==> src/dmem_consts.svh <==
// Widths, write-buffer depth, uncached region base and testbench timeouts, included where needed.
`ifndef DMEM_CONSTS_SVH
`define DMEM_CONSTS_SVH

// Address and data widths of the core port and the memory bus.
`define DMEM_ADDR_W 32
`define DMEM_DATA_W 32

// Number of posted write entries held in front of the bus.
`define DMEM_WB_DEPTH 4

// Addresses at or above this base bypass the write buffer.
`define DMEM_UNCACHED_BASE 32'h8000_0000

// Upper bound in cycles for any single handshake wait in the testbench.
`define DMEM_TIMEOUT 200

`endif

==> src/cpu_port_pkg.sv <==
// Core-side load/store request and response types, imported by the alignment unit and its users.
`include "dmem_consts.svh"

package cpu_port_pkg;

	// Byte address and data word as seen by the load/store stage.
	typedef logic [`DMEM_ADDR_W-1:0] addr_t;
	typedef logic [`DMEM_DATA_W-1:0] data_t;

	// Access width requested by the load/store stage.
	typedef enum logic [1:0] {
		SIZE_BYTE = 2'd0,
		SIZE_HALF = 2'd1,
		SIZE_WORD = 2'd2
	} access_size_e;

	// One load or store from the core. The core holds it until ready.
	typedef struct packed {
		logic         rw;          // 1 for a store.
		access_size_e size;
		logic         is_unsigned; // Zero-extend subword loads.
		addr_t        address;     // Byte address.
		data_t        wdata;       // Store data, right aligned.
	} lsu_req_t;

	// Load data back to the core, already extended.
	typedef struct packed {
		data_t rdata;
	} lsu_rsp_t;

endpackage

==> src/mem_bus_pkg.sv <==
// Memory-bus request types and the word-level link between the alignment unit and the write buffer.
`include "dmem_consts.svh"

package mem_bus_pkg;

	// Every bus transfer moves one full word; there are no byte strobes.
	typedef logic [`DMEM_DATA_W-1:0] bus_word_t;

	// Request payload on the shared memory bus.
	typedef struct packed {
		logic      rw;      // 1 for a write.
		bus_word_t address; // Word aligned.
		bus_word_t wdata;
	} bus_req_t;

	// Word request from the alignment unit, tagged with its region.
	typedef struct packed {
		bus_req_t req;
		logic     cached;   // Write may be posted in the buffer.
	} word_req_t;

endpackage

==> src/dmem_access_align.sv <==
// Alignment unit that maps core loads and stores onto word accesses; instantiated by dmem_subsystem.
`timescale 1ns/1ps
`include "dmem_consts.svh"

module dmem_access_align (
	input  logic                   i_clock,
	input  logic                   i_rst_n,

	// Core load/store port.
	input  logic                   i_lsu_request,
	input  cpu_port_pkg::lsu_req_t i_lsu_req,
	output logic                   o_lsu_ready,
	output cpu_port_pkg::lsu_rsp_t o_lsu_rsp,

	// Word port towards the write buffer.
	output logic                   o_word_request,
	output mem_bus_pkg::word_req_t o_word_req,
	input  logic                   i_word_ready,
	input  mem_bus_pkg::bus_word_t i_word_rdata
);
	import cpu_port_pkg::*;
	import mem_bus_pkg::*;

	typedef enum logic [1:0] {
		IDLE,
		RMW_READ,
		RMW_WRITE
	} align_state_e;

	align_state_e state, next_state;

	logic      subword_store;
	logic      is_cached;
	bus_word_t word_address;
	bus_word_t merged_word;     // Read word with the store lane patched in.
	bus_word_t rmw_word;        // Merged word held for the write phase.
	data_t     byte_lane;
	data_t     half_lane;
	data_t     load_data;

	// ~~~~~~~~~~~~~~~~~~~~~~~~~~~~~~~~~~~~~~~~~~~~~~~~~~~~~~~~~~~~~~~~~~~~~~
	// Address and region decode.
	// ~~~~~~~~~~~~~~~~~~~~~~~~~~~~~~~~~~~~~~~~~~~~~~~~~~~~~~~~~~~~~~~~~~~~~~

	assign subword_store = i_lsu_req.rw && (i_lsu_req.size != SIZE_WORD);
	assign word_address  = {i_lsu_req.address[`DMEM_ADDR_W-1:2], 2'b00};
	assign is_cached     = (i_lsu_req.address < `DMEM_UNCACHED_BASE);

	// ~~~~~~~~~~~~~~~~~~~~~~~~~~~~~~~~~~~~~~~~~~~~~~~~~~~~~~~~~~~~~~~~~~~~~~
	// Load lane extraction and store lane merge.
	// ~~~~~~~~~~~~~~~~~~~~~~~~~~~~~~~~~~~~~~~~~~~~~~~~~~~~~~~~~~~~~~~~~~~~~~

	assign byte_lane = i_word_rdata >> {i_lsu_req.address[1:0], 3'b000};
	assign half_lane = i_word_rdata >> {i_lsu_req.address[1], 4'b0000};

	always_comb begin
		unique case (i_lsu_req.size)
			SIZE_BYTE: load_data = i_lsu_req.is_unsigned ? {24'b0, byte_lane[7:0]} :
				{{24{byte_lane[7]}}, byte_lane[7:0]};
			SIZE_HALF: load_data = i_lsu_req.is_unsigned ? {16'b0, half_lane[15:0]} :
				{{16{half_lane[15]}}, half_lane[15:0]};
			default:   load_data = i_word_rdata;
		endcase
	end

	assign o_lsu_rsp.rdata = load_data; // Only meaningful while o_lsu_ready is high.

	always_comb begin
		merged_word = i_word_rdata;
		if (i_lsu_req.size == SIZE_BYTE) begin
			merged_word[{i_lsu_req.address[1:0], 3'b000} +: 8] = i_lsu_req.wdata[7:0];
		end
		else begin
			merged_word[{i_lsu_req.address[1], 4'b0000} +: 16] = i_lsu_req.wdata[15:0];
		end
	end

	// ~~~~~~~~~~~~~~~~~~~~~~~~~~~~~~~~~~~~~~~~~~~~~~~~~~~~~~~~~~~~~~~~~~~~~~
	// Read-modify-write sequencing.
	// ~~~~~~~~~~~~~~~~~~~~~~~~~~~~~~~~~~~~~~~~~~~~~~~~~~~~~~~~~~~~~~~~~~~~~~

	always_comb begin
		next_state              = state;
		o_word_request          = 1'b0;
		o_word_req.req.rw       = i_lsu_req.rw;
		o_word_req.req.address  = word_address;
		o_word_req.req.wdata    = i_lsu_req.wdata;
		o_word_req.cached       = is_cached;
		o_lsu_ready             = 1'b0;

		unique case (state)
			IDLE: begin
				if (i_lsu_request && subword_store) begin
					next_state = RMW_READ; // Nothing goes out this cycle.
				end
				else begin
					o_word_request = i_lsu_request;
					o_lsu_ready    = i_lsu_request && i_word_ready;
				end
			end
			RMW_READ: begin
				o_word_request    = 1'b1;
				o_word_req.req.rw = 1'b0;
				if (i_word_ready) begin
					next_state = RMW_WRITE;
				end
			end
			RMW_WRITE: begin
				o_word_request       = 1'b1;
				o_word_req.req.rw    = 1'b1;
				o_word_req.req.wdata = rmw_word;
				if (i_word_ready) begin
					o_lsu_ready = 1'b1;  // The store retires with the write.
					next_state  = IDLE;
				end
			end
			default: next_state = IDLE;
		endcase
	end

	always_ff @(posedge i_clock or negedge i_rst_n) begin
		if (!i_rst_n) begin
			state <= IDLE;
		end
		else begin
			state <= next_state;
		end
	end

	always_ff @(posedge i_clock) begin
		if (state == RMW_READ && i_word_ready) begin
			rmw_word <= merged_word;
		end
	end

	// The merge and the write address are taken from the live core request.
	a_core_req_stable: assert property (@(posedge i_clock) disable iff (!i_rst_n)
		(state != IDLE) |-> (i_lsu_request && $stable(i_lsu_req)))
		else $error("Core request changed during a read-modify-write.");

endmodule

==> src/dcache_write_buffer.sv <==
// Posted write buffer between the alignment unit and the memory bus; instantiated by dmem_subsystem.
`timescale 1ns/1ps
`include "dmem_consts.svh"

module dcache_write_buffer (
	input  logic                   i_clock,
	input  logic                   i_rst_n,

	// Word port from the alignment unit.
	input  logic                   i_word_request,
	input  mem_bus_pkg::word_req_t i_word_req,
	output logic                   o_word_ready,
	output mem_bus_pkg::bus_word_t o_word_rdata,

	// Memory bus.
	output logic                   o_bus_request,
	output mem_bus_pkg::bus_req_t  o_bus_req,
	input  logic                   i_bus_ready,
	input  mem_bus_pkg::bus_word_t i_bus_rdata
);
	import mem_bus_pkg::*;

	localparam int DEPTH = `DMEM_WB_DEPTH;
	localparam int IDX_W = $clog2(DEPTH);

	// Valid entries always fill slots from zero upward, so slot 0 is the oldest.
	logic [DEPTH-1:0] wb_valid;
	logic [DEPTH-1:0] next_valid;
	bus_word_t        wb_address [DEPTH];
	bus_word_t        wb_data    [DEPTH];

	logic             wb_empty;
	logic             wb_full;
	logic             is_posted;     // Request is a cacheable write.
	logic             post_write;    // A cacheable write is taken this cycle.
	logic             pass_through;  // Request goes straight to the bus.
	logic             drain_done;    // Oldest entry leaves this cycle.
	logic [IDX_W-1:0] free_idx;
	logic [IDX_W-1:0] write_idx;
	bus_req_t         drain_req;

	assign wb_empty = !wb_valid[0];
	assign wb_full  = wb_valid[DEPTH-1];

	assign is_posted    = i_word_req.req.rw && i_word_req.cached;
	assign post_write   = i_word_request && is_posted && !wb_full;
	assign pass_through = i_word_request && !is_posted && wb_empty;
	assign drain_done   = !wb_empty && i_bus_ready;

	// ~~~~~~~~~~~~~~~~~~~~~~~~~~~~~~~~~~~~~~~~~~~~~~~~~~~~~~~~~~~~~~~~~~~~~~
	// Slot selection.
	// ~~~~~~~~~~~~~~~~~~~~~~~~~~~~~~~~~~~~~~~~~~~~~~~~~~~~~~~~~~~~~~~~~~~~~~

	// Lowest free slot. Not used when the buffer is full.
	always_comb begin
		free_idx = '0;
		for (int i = DEPTH - 1; i >= 0; i--) begin
			if (!wb_valid[i]) begin
				free_idx = IDX_W'(i);
			end
		end
	end

	// A drain in the same cycle shifts everything down by one slot.
	assign write_idx = drain_done ? free_idx - 1'b1 : free_idx;

	always_comb begin
		next_valid = drain_done ? (wb_valid >> 1) : wb_valid;
		if (post_write) begin
			next_valid[write_idx] = 1'b1;
		end
	end

	// ~~~~~~~~~~~~~~~~~~~~~~~~~~~~~~~~~~~~~~~~~~~~~~~~~~~~~~~~~~~~~~~~~~~~~~
	// Bus side and word-port answer.
	// ~~~~~~~~~~~~~~~~~~~~~~~~~~~~~~~~~~~~~~~~~~~~~~~~~~~~~~~~~~~~~~~~~~~~~~

	assign drain_req.rw      = 1'b1;
	assign drain_req.address = wb_address[0];
	assign drain_req.wdata   = wb_data[0];

	// Pending entries own the bus; other requests wait until they are gone.
	assign o_bus_request = !wb_empty || pass_through;
	assign o_bus_req     = wb_empty ? i_word_req.req : drain_req;

	assign o_word_ready = post_write || (pass_through && i_bus_ready);
	assign o_word_rdata = i_bus_rdata;

	// ~~~~~~~~~~~~~~~~~~~~~~~~~~~~~~~~~~~~~~~~~~~~~~~~~~~~~~~~~~~~~~~~~~~~~~
	// Entry storage.
	// ~~~~~~~~~~~~~~~~~~~~~~~~~~~~~~~~~~~~~~~~~~~~~~~~~~~~~~~~~~~~~~~~~~~~~~

	always_ff @(posedge i_clock or negedge i_rst_n) begin
		if (!i_rst_n) begin
			wb_valid <= '0;
		end
		else begin
			wb_valid <= next_valid;
		end
	end

	always_ff @(posedge i_clock) begin
		if (drain_done) begin
			for (int i = 0; i < DEPTH - 1; i++) begin
				wb_address[i] <= wb_address[i + 1];
				wb_data[i]    <= wb_data[i + 1];
			end
		end
		// The new entry overrides the shifted value in its slot.
		if (post_write) begin
			wb_address[write_idx] <= i_word_req.req.address;
			wb_data[write_idx]    <= i_word_req.req.wdata;
		end
	end

	// ~~~~~~~~~~~~~~~~~~~~~~~~~~~~~~~~~~~~~~~~~~~~~~~~~~~~~~~~~~~~~~~~~~~~~~
	// Checks.
	// ~~~~~~~~~~~~~~~~~~~~~~~~~~~~~~~~~~~~~~~~~~~~~~~~~~~~~~~~~~~~~~~~~~~~~~

	// Holds for drains here and for pass-through traffic held by the alignment unit.
	a_bus_stable: assert property (@(posedge i_clock) disable iff (!i_rst_n)
		(o_bus_request && !i_bus_ready) |=> (o_bus_request && $stable(o_bus_req)))
		else $error("Bus request dropped or changed before ready.");

	// A posted write adds exactly one entry and never lands on a valid slot.
	a_post_adds_entry: assert property (@(posedge i_clock) disable iff (!i_rst_n)
		post_write |=> ($countones(wb_valid) ==
			$countones($past(wb_valid)) + 1 - int'($past(drain_done))))
		else $error("Posted write overwrote a buffer entry.");

endmodule

==> src/dmem_subsystem.sv <==
// Data-memory path top level joining the alignment unit and the write buffer; the testbench DUT.
`timescale 1ns/1ps

module dmem_subsystem (
	input  logic                   i_clock,
	input  logic                   i_rst_n,

	// Core load/store port.
	input  logic                   i_lsu_request,
	input  cpu_port_pkg::lsu_req_t i_lsu_req,
	output logic                   o_lsu_ready,
	output cpu_port_pkg::lsu_rsp_t o_lsu_rsp,

	// Shared memory bus.
	output logic                   o_bus_request,
	output mem_bus_pkg::bus_req_t  o_bus_req,
	input  logic                   i_bus_ready,
	input  mem_bus_pkg::bus_word_t i_bus_rdata
);
	import mem_bus_pkg::*;

	// Word-level link between the two stages.
	logic      word_request;
	word_req_t word_req;
	logic      word_ready;
	bus_word_t word_rdata;

	dmem_access_align align0 (
		.i_clock        (i_clock),
		.i_rst_n        (i_rst_n),
		.i_lsu_request  (i_lsu_request),
		.i_lsu_req      (i_lsu_req),
		.o_lsu_ready    (o_lsu_ready),
		.o_lsu_rsp      (o_lsu_rsp),
		.o_word_request (word_request),
		.o_word_req     (word_req),
		.i_word_ready   (word_ready),
		.i_word_rdata   (word_rdata)
	);

	dcache_write_buffer wbuf0 (
		.i_clock        (i_clock),
		.i_rst_n        (i_rst_n),
		.i_word_request (word_request),
		.i_word_req     (word_req),
		.o_word_ready   (word_ready),
		.o_word_rdata   (word_rdata),
		.o_bus_request  (o_bus_request),
		.o_bus_req      (o_bus_req),
		.i_bus_ready    (i_bus_ready),
		.i_bus_rdata    (i_bus_rdata)
	);

endmodule

==> config.mk <==
export PLATFORM = sky130hd
export DESIGN_NAME = dmem_subsystem
export DESIGN_NICKNAME = d
export VERILOG_FILES = /design/src/cpu_port_pkg.sv /design/src/mem_bus_pkg.sv /design/src/dmem_access_align.sv /design/src/dcache_write_buffer.sv /design/src/dmem_subsystem.sv
export VERILOG_INCLUDE_DIRS = /design/src
export SDC_FILE = /design/constraint.sdc
export NUM_CORES = 1
export LEC_CHECK = 0
export ABC_CLOCK_PERIOD_IN_PS = 11300
export BUFFER_PORTS_ARGS = -buffer_cell sky130_fd_sc_hd__buf_2
export CORE_ASPECT_RATIO = 1.5
export CORE_UTILIZATION = 43
export CTS_CLUSTER_SIZE = 14
export DETAILED_ROUTE_END_ITERATION = 10
export GPL_ROUTABILITY_DRIVEN = 0
export SLEW_MARGIN = 20
export SYNTH_ARGS = -nofsm -noshare
export SYNTH_HDL_FRONTEND = slang
export SYNTH_SLANG_ARGS = --single-unit
export TNS_END_PERCENT = 30
==> constraint.sdc <==
create_clock -name i_clock -period 11.3 [get_ports i_clock]
set_clock_uncertainty 0.2 [all_clocks]
set_input_delay 1.695 -clock i_clock [delete_from_list [all_inputs] [get_ports i_clock]]
set_output_delay 1.695 -clock i_clock [all_outputs]
set_load 0.01 [all_outputs]
==> Yosys cells after proc, flatten, opt, wreduce, memory -nomap -nowiden <==
Memories as Yosys holds them, arrays and structs flattened.
Cells that the tools add are included.
{ "word_totals": {"out_inout_bits": 99, "register_bits": 38, "mem_bits_rw": 256, "input_bits": 104, "mem_count": 2} }
{ "op_classes": {"n_addsub": 3, "n_lt_le_gt_ge": 3, "n_reduce_logical": 21, "eq_ne": 7, "shifts": 6, "n_mux": 31, "bitwise": 1} }
{ "memory_table": {"columns": ["memory", "depth", "width", "read_ports", "rd_ports_with_merged_regs", "write_ports", "line_no", "rtl"], "rows": [
  ["wbuf0.wb_address", 4, 32, 4, 0, 4, "dcache_write_buffer.sv:29", "bus_word_t wb_address [DEPTH];"],
  ["wbuf0.wb_data", 4, 32, 4, 0, 4, "dcache_write_buffer.sv:30", "bus_word_t wb_data [DEPTH];"]
]} }
{ "op_table": {"columns": ["op", "count"], "rows": [
  ["$mux 32", 4],
  ["$mux 65", 1],
  ["$bwmux 32", 2],
  ["$pmux 32 s2", 1],
  ["$lt 32x32->1 const B", 1],
  ["$shift 16x7->32 const A", 1],
  ["$shift 8x7->32 const A", 1],
  ["$shiftx 16x7->32", 1],
  ["$shiftx 8x7->32", 1],
  ["$shr 32x5->16", 1],
  ["$shr 32x5->8", 1],
  ["$mux 2", 8],
  ["$neg 5->7", 2],
  ["$logic_and 1x1->1", 12],
  ["$mux 1", 8],
  ["$mux 4", 2],
  ["$ne 2x1->1 const B", 3],
  ["$pmux 1 s2", 3],
  ["$pmux 2 s3", 1],
  ["$eq 2x1->1 const B", 2],
  ["$logic_not 2->1", 2],
  ["$or 4x4->4", 1],
  ["$logic_not 1->1", 3],
  ["$lt 2x3->1 const B", 1],
  ["other kinds (8)", 9]
]} }

==> Logic depth before layout (Yosys ltp) <==
Gate-level depths: netlist of the first run.
{ "logic_depth": {"ltp_word": 12, "mapped_depth": 10} }

==> Cells and area by module <==
Synthesis of the first run repeated with hierarchy kept, for this count alone.
{ "hier_totals": {"hier_cells": 965, "hier_area_um2": 15170.8} }
{ "modules_own_cells": {"columns": ["mod", "area_each_um2", "seq_area_each_um2", "cells_per_inst", "n_inst"], "rows": [
  ["dcache_write_buffer", 11847.6, 7787.5, 620, 1],
  ["dmem_access_align", 3323.2, 1011.0, 345, 1]
]} }

==> Worst setup path after synthesis of the first run <==
No wires, ideal clock.
{ "synth_path": {"kind": "input port to flip-flop", "startpoint": "input port i_lsu_req[65] (netlist bit)", "endpoint": "memory wbuf0.wb_address[3][10] (netlist bit), enable pin", "required_time_ns": 10.465, "setup_ns": 0.635, "path_stages": 4, "t_arrival_ns": 8.143, "n_path_buf": 0, "setup_slack_ns": 2.322, "cell_sequence": "nand2b_1 a21o_1 a21o_1 nor4_1"} }
{ "synth_rtl": {"columns": ["item", "line_no", "rtl"], "rows": [
  ["from (decl)", "dmem_subsystem.sv:10", "input cpu_port_pkg::lsu_req_t i_lsu_req,"],
  ["to (decl)", "dcache_write_buffer.sv:29", null]
]} }

==> Worst setup path in the final report of the first run <==
{ "layout_path": {"startpoint": "input port i_lsu_req[66] (netlist bit)", "endpoint": "output port o_lsu_ready"} }
{ "layout_between": {"elab_chain_cells": 12} }
{ "layout_rtl": {"columns": ["item", "line_no", "rtl"], "rows": [
  ["$ne 2x2->1 (*)", "dmem_access_align.sv:45", "assign subword_store = i_lsu_req.rw && (i_lsu_req.size != SIZE_WORD);"],
  ["$logic_and 1x1->1 (*)", "dmem_access_align.sv:45", null],
  ["$logic_and 1x1->1 (*)", "dmem_access_align.sv:93", "if (i_lsu_request && subword_store) begin"],
  ["$mux 1", "dmem_access_align.sv:93", null],
  ["$pmux 1 s2", "dmem_access_align.sv:91", "unique case (state)"],
  ["$logic_and 1x1->1 (2 in a row)", "dcache_write_buffer.sv:47", "assign pass_through = i_word_request && !is_posted && wb_empty;"],
  ["$logic_and 1x1->1", "dcache_write_buffer.sv:86", "assign o_word_ready = post_write || (pass_through && i_bus_ready);"],
  ["$logic_or 1x1->1", "dcache_write_buffer.sv:86", null],
  ["$logic_and 1x1->1", "dmem_access_align.sv:98", "o_lsu_ready = i_lsu_request && i_word_ready;"],
  ["$mux 1", "dmem_access_align.sv:93", null],
  ["$pmux 1 s2 (*)", "dmem_access_align.sv:91", null],
  ["to (decl)", "dmem_subsystem.sv:11", "output logic o_lsu_ready,"]
]} }
Every way passes the cells marked *; elsewhere a longest branch is shown, timed or not.

==> results of run 1 <==
[cells in the final DEF, fill, tap and decap left out, drive strengths merged, types with 6 or more instances in the layout]
cell,n
clkbuf,29
inv,26
clkinv,11
nor2,14
dfrtp,6
a22o,16
a21oi,13
a22oi,7
a222oi,16
nand2,53
mux2,286
ha,9
o21ai,19
buf,209
edfxtp,280
[routing by layer]
metal / vias to the layer above / wire [um] / global-route usage, %
met4: 0 / 1120 / 8.82
met2: 238 / 15500 / 32.2
met1: 3915 / 12600 / 22.5
li1: 3639 / - / -
met3: 54 / 1350 / 2.43
met5: - / 0 / 0
[Yosys cell counts, types with 3 or more instances]
master	n
ha_1	9
a21oi_1	13
or2_2	3
nand2b_1	4
buf_1	4
dfrtp_1	6
a21o_1	4
nor2b_1	4
mux2_4	114
buf_6	9
clkbuf_1	19
buf_4	3
inv_1	25
a222oi_1	16
a211o_1	3
o21ai_0	17
nor2_1	14
mux2_2	171
edfxtp_1	280
a22o_1	16
a22oi_1	7
buf_12	12
nand2_1	53
[layout make-up]
| cell class | count | area, um2 | area share [%] |
|---|---|---|---|
| clock inverter | 17 | 184 | 1.15 |
| sequential | 286 | 8560 | 53.4 |
| inverter | 25 | 93.8 | 0.585 |
| timing repair buffer | 209 | 1070 | 6.66 |
| clock buffer | 29 | 683 | 4.26 |
| multi-input combinational | 483 | 4940 | 30.8 |
| tap | 410 | 513 | 3.20 |
[registers in the layout, indices dropped and copies added, names as in the netlist]
register / count
align0.rmw_word: 32
align0.state: 2
wbuf0.wb_address: 120
wbuf0.wb_data: 128
wbuf0.wb_valid: 4
[power groups by stage]
stage	logic, mW	registers (mW)	clock network [mW]
floorplan	0.537	1.46	0
CTS	0.756	1.48	0.938
global route	0.804	1.50	0.974
global placement	0.744	1.50	0
finish	0.737	1.48	0.911
detailed placement	0.753	1.51	0
[logic make-up after synthesis]
logic type / synth area share [%]
AO/OA/AOI/OAI: 4.60
adder cells (fa/ha/maj): 0.804
other: 0.0268
AND/OR/NAND/NOR: 3.34
flip-flops: 61.1
multiplexers: 26.2
buffers and inverters: 3.96
[worst max path at each step]
stage	from	end	slack [ns]	cells after the start
2_1_floorplan	i_lsu_req[65]	wbuf0.wb_address[3][10]	2.32	4
3_3_place_gp	i_lsu_req[66]	o_lsu_ready	5.68	6
3_5_place_dp	i_lsu_req[66]	o_lsu_ready	5.63	6
4_1_cts	i_lsu_req[66]	o_lsu_ready	5.62	6
5_1_grt	i_lsu_req[66]	o_lsu_ready	5.43	6
6_report	i_lsu_req[66]	o_lsu_ready	5.59	6
[metrics by stage]
step	setup WS [ns]	power (mW)	hold WS (ns)	util, %
floorplan	2.32	1.99	0.293	-
global placement	5.68	2.24	0.326	47.5
detailed placement	5.63	2.26	0.329	47.5
CTS	5.62	3.18	0.345	50.3
global route	5.43	3.28	0.355	50.3
finish	5.59	3.13	0.346	50.3
[worst reg2reg max path, delay by kind of cell (launching register included)]
family                 cells  cell delay (ns)
buffers and inverters      2             1.20
flip-flops                 1             1.11
AO/OA/AOI/OAI              1             0.53
multiplexers               1             0.44
AND/OR/NAND/NOR            1             0.42
==> metrics.md, run 1 <==
| Metric | Value |
|---|---|
| Drt drc | `0` |
| Sw Share | `27.4%` |
| Mapped cell area | `14000 um2` |
| Sink count of the clock tree | `286` |
| Combinational share of power | `23.6%` |
| Worst VDD drop | `87.6 uV` |
| Hold wc startpoint | `wbuf0.wb_data[2][10]` |
| Vias in the first global route | `8145` |
| Initial DRT Pass Iterations | `6` |
| Hold path cells | `1` |
| Worst r2r path cells | `5` |
| Reg2reg setup slack | `7.15 ns` |
| Final period utilization | `50.5%` |
| Finish-stage setup viols | `0` |
| Seq cells post-synth | `286` |
| Kind of critical path | `in -> out` |
| Main area contributors after synthesis | `edfxtp_1 (60%), mux2_2 (14%), mux2_4 (12%)` |
| Max capacitance violation total | `0` |
| Post-synth EDFFs | `280` |
| Root buf cell | `clkbuf_16` |
| Initial core utilization | `43.9%` |
| Share of layout cells above drive strength 1 | `51.6%` |
| Crit path time final | `5.71 ns` |
| Clk Latency, worst-skew pair | `0.55 ns` |
| Die width | `149 um` |
| HP Class | `reg -> reg` |
| Crit Path Max Fanout | `41` |
| CTS H-tree lvls | `1` |
| DRT iter0 DRCs | `377` |
| Syn_area_per_cell | `16.6 um2` |
| Hold_buf cts | `0` |
| Core Region | `31900 um2` |
| Main synth FF type | `edfxtp_1` |
| Max-slew violations | `0` |
| Buf+Inv Stages, Crit Path | `2` |
| I/O Buffers | `200` |
| Crit-path cells | `buf_2, nand2b_1, a21o_1, a221oi_1, a21boi_0, buf_2` |
| Routed WL | `30.5 mm` |
| Crit path DAT | `3.81 ns` |
| Pin count of the biggest net entering global routing | `71` |
| Initial antenna violation count | `0` |
| Grt ovf | `0` |
| Sequential share of power | `47.3%` |
| Achievable Freq | `0.175 GHz` |
| Actual slew at the worst max-slew pin | `1.02 ns` |
| CP startpoint kind | `primary input` |
| Worst r2r src | `wbuf0.wb_valid[0]` |
| Sequential share of the synthesized area | `61.1%` |
| Placed wire-length estimate | `19.6 mm` |
| WL/cell | `20.9 um` |
| N_diodes | `0` |
| Placed cells | `1413` |
| CP peak stage delay | `0.50 ns` |
| Yosys top cell area share | `60.0%` |
| Finished Cell Area | `16000 um2` |
| Final hold violations | `0` |
| RSZ-0062 raised after global routing | `false` |
| Die area | `33300 um2` |
| Layout Nets | `1145` |
| Die height | `223 um` |
| CP Capture Type | `primary output` |
| Placed cell areas | `15200 um2` |
| Post-CTS Setup Inserts | `0` |
| Pwr dens | `195 nW/um2` |
| Clk buf depth | `3` |
| CP most frequent cell | `buf_2` |
| Yosys warns | `0` |
| CTS tree | `yes` |
| Syn Inst Count | `842` |
| Top cell type by total area after synthesis | `edfxtp_1` |
| Worst Hold End | `wbuf0.wb_data[1][10]` |
| FFs w/ async S/R, synth | `2.10%` |
| Library cells used by synthesis | `48` |
| Critical path's slowest cell | `a221oi_1` |
| Leak | `6.07 nW` |
| WP data required | `9.41 ns` |
| Cts repair resizes | `0` |
| Row count | `80` |
| Clk pwr share | `29.1%` |
| Vias per cell | `5.38` |
| Finished Layout Cells | `1459` |
| Via Count | `7846` |
| Worst-path clk slew | `0.07 ns` |
| I/O pin count | `203` |
| Global-route wire length before repair | `46.9 mm` |
| Fill cells | `2755` |
| Family with the most delay on the worst path | `compound AO/OA/AOI/OAI gates` |
| Gr usage total | `18.5%` |
| Max-slew headroom | `31.9%` |
| DRT antenna net count | `0` |
| Area growth from synthesis to layout | `14.5%` |
| Status | `finished clean` |
| Setup TNS | `0 ns` |
| Net Sw Power | `0.857 mW` |
| Total CTS buffers | `27` |
| Critical R2R Capture | `wbuf0.wb_data[2][1]` |
| Int Pwr | `2.27 mW` |
No activity file was read; power rests on OpenSTA's default activity.
==> run 2, diff against run 1 <==
ABC_AREA = 1   (was unset)
ABC_CLOCK_PERIOD_IN_PS = 5940   (was 11300)
clock period = 5.94 ns   (was 11.3 ns; I/O delays follow)
==> metrics.md, run 2 <==
| Metric | Value |
|---|---|
| Library cells used by synthesis | `32 (-33%)` |
| Int Pwr | `4.39 mW (+94%)` |
| Hold path cells | `2 (+1)` |
| Max reg flops | `128 (unchanged)` |
| Main area contributors after synthesis | `edfxtp_1 (59%), nand2_1 (22%), nand3_1 (3.0%)` |
| Area growth from synthesis to layout | `14.6% (about the same)` |
| DRT iter0 DRCs | `658 (+75%)` |
| Worst r2r path cells | `14 (+9)` |
| Core Region | `32500 um2 (+1.9%)` |
| Most flops, register | `wbuf0.wb_data` |
| Net Sw Power | `2.46 mW (+190%)` |
| Initial antenna violation count | `0 (unchanged)` |
| Clk Latency, worst-skew pair | `0.53 ns (-0.02 ns)` |
| Clk buf depth | `3 (unchanged)` |
| Crit path time final | `4.44 ns` |
| Crit Path Max Fanout | `49 (+20%)` |
| CTS H-tree lvls | `1 (unchanged)` |
| Finish-stage setup viols | `0 (unchanged)` |
| Die area | `33800 um2 (+1.4%)` |
| Seq cells post-synth | `286 (unchanged)` |
| Status | `finished clean` |
| Final hold slack | `0.309 ns (-0.0379 ns)` |
| Post-CTS Setup Inserts | `0 (unchanged)` |
| Reg2reg setup slack | `1.50 ns (-5.65 ns)` |
| Overall Power | `6.86 mW (+120%)` |
| Final period utilization | `74.8%` |
| Row count | `81 (+1.3%)` |
| Crit path DAT | `4.64 ns (+0.83 ns)` |
| DRT antenna net count | `0 (unchanged)` |
| CP Capture Type | `register` |
| Max-slew headroom | `36.2% (+4.3 points)` |
| HP Class | `reg -> reg` |
| I/O Buffers | `200 (unchanged)` |
| Main synth FF type | `edfxtp_1` |
| Via Count | `11300 (+44%)` |
| Yosys warns | `0 (unchanged)` |
| Pwr dens | `421 nW/um2 (+120%)` |
| Sw Share | `35.9% (+8.5 points)` |
| Kind of critical path | `reg -> reg` |
| Die width | `150 um (+0.69%)` |
| Global-route wire length before repair | `58.1 mm (+24%)` |
| Die height | `225 um (+0.70%)` |
| Syn_area_per_cell | `8.84 um2 (-47%)` |
| Achievable Freq | `0.225 GHz` |
| RSZ-0062 raised after global routing | `false` |
| Worst VDD drop | `200 uV (+130%)` |
| Hold wc startpoint | `wbuf0.wb_data[2][13]` |
| Clk pwr share | `24.3% (-4.8 points)` |
| Total CTS buffers | `26 (-3.7%)` |
| Routed WL | `37.2 mm (+22%)` |
| Max capacitance violation total | `0 (unchanged)` |
| Combinational share of power | `32.3% (+8.7 points)` |
| Post-synth EDFFs | `280 (unchanged)` |
| Initial core utilization | `43.7% (-0.20 points)` |
| CP startpoint kind | `register` |
| Drt drc | `0 (unchanged)` |
| Worst-path clk slew | `0.06 ns (about the same)` |
| Top cell type by total area after synthesis | `edfxtp_1` |
| Worst r2r src | `align0.state[0]` |
| Gr usage total | `22.2% (+3.7 points)` |
| Final hold violations | `0 (unchanged)` |
| Worst Hold End | `wbuf0.wb_data[1][13]` |
| Vias per cell | `5.16 (-4.0%)` |
| Placed cells | `2146 (+52%)` |
| Sequential share of power | `43.4% (-3.9 points)` |
| CTS tree | `yes` |
| Mapped cell area | `14200 um2 (+1.4%)` |
| Sink count of the clock tree | `286 (unchanged)` |
| Setup TNS | `0 ns (unchanged)` |
| Max-slew violations | `0 (unchanged)` |
| Actual slew at the worst max-slew pin | `0.957 ns (-0.0649 ns)` |
| Cts repair resizes | `0 (unchanged)` |
| Syn Inst Count | `1608 (+91%)` |
| FFs w/ async S/R, synth | `2.10% (unchanged)` |
| Placed wire-length estimate | `25.1 mm (+28%)` |
| Share of layout cells above drive strength 1 | `15.1% (-37 points)` |
| Grt ovf | `0 (unchanged)` |
| WP data required | `6.14 ns (-3.27 ns)` |
| Most frequent cells in the layout | `nand2_1 (838), edfxtp_1 (280), buf_2 (200)` |
| Yosys top cell area share | `59.2% (-0.84 points)` |
| Initial DRT Pass Iterations | `5 (-1)` |
| Registers with the most flip-flops | `wbuf0.wb_data (128), wbuf0.wb_address (120), align0.rmw_word (32)` |
| Sequential share of the synthesized area | `60.2% (-0.85 points)` |
| Commonest non-fill, non-tap cell in the layout | `nand2_1` |
| I/O pin count | `203 (unchanged)` |
| Pin count of the biggest net entering global routing | `64 (-9.9%)` |
| Top-count cell post-synth | `nand2_1` |
| Root buf cell | `clkbuf_16` |
| Layout Nets | `1873 (+64%)` |
| Leak | `7.20 nW (+19%)` |
| WL/cell | `17.0 um (-19%)` |
| Post-synth top cells | `nand2_1 (841), edfxtp_1 (280), nand3_1 (86), o21ai_0 (69), inv_1 (60)` |
| Hold_buf cts | `1 (+1)` |
| Vias in the first global route | `10700 (+31%)` |
| Finished Layout Cells | `2195 (+50%)` |
| Critical R2R Capture | `wbuf0.wb_data[2][30]` |
[run 2: changes by cell type after synthesis, moves of 15 or more]
cell	before	now
a222oi_1	16	0
mux2_2	171	0
nand2_1	53	841
o21ai_0	17	69
a31oi_1	0	16
buf_2	2	22
clkbuf_1	19	47
o21ai_1	2	17
inv_1	25	60
mux2_4	114	0
o22ai_1	0	24
nand3_1	2	86
nor2_1	14	41
a22o_1	16	0
[run 2: cells by family after synthesis]
logic type | synth area share (%)
buffers and inverters | 4.89
adder cells (fa/ha/maj) | 0.793
AND/OR/NAND/NOR | 27.1
AO/OA/AOI/OAI | 6.74
flip-flops | 60.2
other | 0.0264
XOR/XNOR | 0.255
[run 2: layout make-up]
type / count / area (um2)
Clock buffer: 38 / 717
Multi-Input combinational cell: 1161 / 4990
Antenna cell: 1 / 2.50
Timing Repair Buffer: 215 / 1120
Sequential cell: 286 / 8560
Fill cell: 3104 / 16200
Clock inverter: 9 / 114
Inverter: 70 / 265
Tap cell: 415 / 519
[run 2: worst max path at each step]
| stage | startpoint | end | slack, ns |
|---|---|---|---|
| after global placement | align0.state[0] | wbuf0.wb_data[1][24] | 1.64 |
| after CTS | align0.state[0] | wbuf0.wb_data[1][26] | 1.44 |
| after detailed placement | align0.state[0] | wbuf0.wb_data[1][24] | 1.46 |
| after global routing | align0.state[0] | wbuf0.wb_data[2][12] | 1.07 |
| final | align0.state[0] | wbuf0.wb_data[2][30] | 1.50 |
| after floorplan | i_lsu_req[66] | wbuf0.wb_address[3][10] | 0.84 |
[run 2: critical path: stages (launching register included)]
cell and delay [ns]:
dfrtp_1 0.41, inv_1 0.10, ha_1 0.16, buf_4 0.41
inv_2 0.29, nand2_1 0.15, nand3_1 0.12, nor2_1 0.13
nand3_2 0.11, inv_2 0.43, nand3_4 0.51, inv_2 0.63
buf_4 0.46, nand2_1 0.10, nand2_1 0.07
[run 2: power groups by stage]
| stage | registers [mW] | clock network [mW] | logic (mW) |
|---|---|---|---|
| floorplan | 2.98 | 0 | 1.48 |
| detailed placement | 3.02 | 0 | 2.25 |
| finish | 2.98 | 1.67 | 2.22 |
| global route | 3.02 | 1.77 | 2.49 |
| CTS | 2.98 | 1.70 | 2.26 |
| global placement | 3.01 | 0 | 2.20 |
[run 2: per-stage QoR]
stage          utilization [%]  setup WS, ns  cell area (um2)
6_report                  50.1          1.50            16300
5_1_grt                   50.0          1.07            16300
4_1_cts                   50.0          1.44            16300
3_3_place_gp              47.5          1.64            15400
2_1_floorplan                -         0.838            14200
3_5_place_dp              47.5          1.46            15400
[run 2: layer usage]
metal | wire, um | global-route usage, % | share of wire (%) | vias to the layer above
met5 | 0 | 0 | 0 | -
met2 | 18700 | 39.3 | 50 | 379
met1 | 15100 | 27.6 | 40 | 5289
met4 | 1250 | 8.67 | 3.4 | 0
li1 | - | - | - | 5609
met3 | 2220 | 2.31 | 6.0 | 57
==> run 3, diff against run 2 <==
ABC_CLOCK_PERIOD_IN_PS = 3940   (was 5940)
PLACE_DENSITY = 0.65   (was unset)
clock period = 3.94 ns   (was 5.94 ns; I/O delays follow)
==> metrics.md, run 3 (synthesis results as in run 2) <==
| Metric | Value |
|---|---|
| Overall Power | `10.4 mW (+51%)` |
| Fill cells | `3020 (-2.7%)` |
| Reg2reg setup slack | `0.87 ns (-0.63 ns)` |
| Worst r2r src | `align0.state[0]` |
| Root buf cell | `clkbuf_16` |
| CTS tree | `yes` |
| Total CTS buffers | `26 (unchanged)` |
| WL/cell | `16.9 um (about the same)` |
| Placed wire-length estimate | `25.7 mm (+2.5%)` |
| Critical R2R Capture | `wbuf0.wb_data[2][6]` |
| N_diodes | `0 (-1)` |
| Registers with the most flip-flops | `wbuf0.wb_data (128), wbuf0.wb_address (120), align0.rmw_word (32)` |
| Die area | `33800 um2 (unchanged)` |
| CP startpoint kind | `primary input` |
| Share of layout cells above drive strength 1 | `15.9% (+0.79 points)` |
| DRT iter0 DRCs | `789 (+20%)` |
| Gr usage total | `22.1% (-0.12 points)` |
| HP Class | `in -> reg` |
| Layout Nets | `1886 (+0.69%)` |
| Crit path DAT | `2.72 ns (-1.92 ns)` |
| Via Count | `11400 (+0.25%)` |
| Vias in the first global route | `10700 (+0.20%)` |
| WP data required | `3.15 ns (-2.99 ns)` |
| Commonest non-fill, non-tap cell in the layout | `nand2_1` |
| Initial core utilization | `43.7% (unchanged)` |
| I/O Buffers | `200 (unchanged)` |
| Pin count of the biggest net entering global routing | `63 (-1.6%)` |
| RSZ-0062 raised after global routing | `false` |
| Max reg flops | `128 (unchanged)` |
| Sequential share of power | `43.0% (-0.4 points)` |
| Die height | `225 um (unchanged)` |
| Combinational share of power | `33.3% (+1.0 points)` |
| I/O pin count | `203 (unchanged)` |
| Max capacitance violation total | `0 (unchanged)` |
| Clk buf depth | `3 (unchanged)` |
| Initial antenna violation count | `0 (unchanged)` |
| Grt ovf | `0 (unchanged)` |
| Setup crit end | `o_lsu_rsp[30]` |
| Max-slew violations | `0 (unchanged)` |
| Row count | `81 (unchanged)` |
| Drt drc | `0 (unchanged)` |
| Area growth from synthesis to layout | `15.6%` |
| Int Pwr | `6.62 mW (+51%)` |
| Crit Path Max Fanout | `27 (-45%)` |
| Worst VDD drop | `391 uV (+96%)` |
| Actual slew at the worst max-slew pin | `0.773 ns (-0.184 ns)` |
| Pwr dens | `632 nW/um2 (+50%)` |
| Sink count of the clock tree | `286 (unchanged)` |
| Post-CTS Setup Inserts | `0 (unchanged)` |
| Leak | `7.27 nW (+0.98%)` |
| Core Region | `32500 um2 (unchanged)` |
| Routed WL | `37.4 mm (+0.43%)` |
| CTS H-tree lvls | `1 (unchanged)` |
| Final period utilization | `89.1%` |
| Worst-path clk slew | `0.06 ns (about the same)` |
| Setup crit start | `i_lsu_req[65]` |
| Die width | `150 um (unchanged)` |
| DRT antenna net count | `0 (unchanged)` |
| Most flops, register | `wbuf0.wb_data` |
| Achievable Freq | `0.285 GHz` |
| Sw Share | `36.3% (+0.36 points)` |
| Final hold violations | `0 (unchanged)` |
| Global-route wire length before repair | `58.0 mm (-0.32%)` |
| Clk pwr share | `23.6% (-0.7 points)` |
| Worst r2r path cells | `12 (-2)` |
| Net Sw Power | `3.77 mW (+53%)` |
| Setup TNS | `0 ns (unchanged)` |
| Initial DRT Pass Iterations | `7 (+2)` |
| Kind of critical path | `in -> out` |
| Most frequent cells in the layout | `nand2_1 (838), edfxtp_1 (280), buf_2 (200)` |
| Finish-stage setup viols | `0 (unchanged)` |
| CP Capture Type | `primary output` |
| Vias per cell | `5.15 (-0.25%)` |
| Crit path time final | `3.51 ns` |
| Status | `finished clean` |
| Max-slew headroom | `48.5% (+12 points)` |
| Clk Latency, worst-skew pair | `0.54 ns (about the same)` |
-- run 3: cell count changes in the layout (fill, tap and decap cells not counted) --
cell	change
diode_2	-1
clkbuf_1	-3
clkbuf_8	+3
bufinv_16	-2
ha_1	-1
buf_4	+8
buf_12	+5
clkinv_4	+1
ha_2	+1
-- run 3: worst min path at each step --
| stage | startpoint | end | slack, ns | depth (start not counted) |
|---|---|---|---|---|
| after global placement | i_rst_n | wbuf0.wb_valid[2] | 0.23 | 1 |
| after global routing | i_lsu_req[63] | wbuf0.wb_address[3][31] | 0.07 | 1 |
| final | i_lsu_req[63] | wbuf0.wb_address[3][31] | 0.09 | 1 |
| after detailed placement | i_rst_n | wbuf0.wb_valid[2] | 0.24 | 1 |
| after floorplan | i_rst_n | align0.state[0] | 0.1 | 0 |
| after CTS | i_lsu_req[38] | wbuf0.wb_address[3][6] | 0.07 | 1 |
-- run 3: timing repair --
action                                 4_1_cts  5_1_grt
hold buffers                                 1        0
endpoints found under the hold margin        6        0
gates resized for setup                      0        0
-- run 3: critical path: stages --
cell and delay [ns]:
buf_2 0.12, nor2_4 0.40, clkinv_1 0.38, nor2_1 0.23
a22oi_1 0.14, nand2_1 0.09, nand3_1 0.40, o21ai_0 0.22
buf_2 0.16
-- run 3: power by group through the flow --
stage | Clock [mW] | Sequential (mW) | Combinational (mW)
6_report | 2.45 | 4.47 | 3.46
5_1_grt | 2.60 | 4.52 | 3.86
4_1_cts | 2.50 | 4.47 | 3.51
3_5_place_dp | 0 | 4.53 | 3.50
3_3_place_gp | 0 | 4.51 | 3.41
2_1_floorplan | 0 | 4.49 | 2.23
-- run 3: area by class of cell --
class | count | area (um2) | area share (%)
flip-flops and latches | 286 | 8560 | 52.1
multi-input cells | 1161 | 4990 | 30.4
repair buffers | 228 | 1280 | 7.77
clock buffers | 38 | 747 | 4.55
well taps | 415 | 519 | 3.16
inverters | 70 | 265 | 1.62
clock inverters | 8 | 62.6 | 0.381
-- run 3: layer usage --
metal | GRT usage, % | up-vias | wire length [um]
met1 | 27.2 | 5292 | 15200
met3 | 2.15 | 54 | 1960
li1 | - | 5640 | -
met4 | 6.71 | 0 | 939
met2 | 40.4 | 376 | 19300
met5 | 0 | - | 0
-- run 3: stage by stage --
stage               hold slack (ns)  cells  cell area (um2)  util, %  setup WS (ns)
floorplan                    0.0954   1609            14200        -          0.184
global placement              0.228   2159            15600     48.0          0.572
detailed placement            0.236   2159            15600     48.0          0.442
CTS                          0.0728   2206            16400     50.5          0.442
global route                 0.0720   2206            16400     50.5          0.113
finish                       0.0881   2206            16400     50.5          0.428
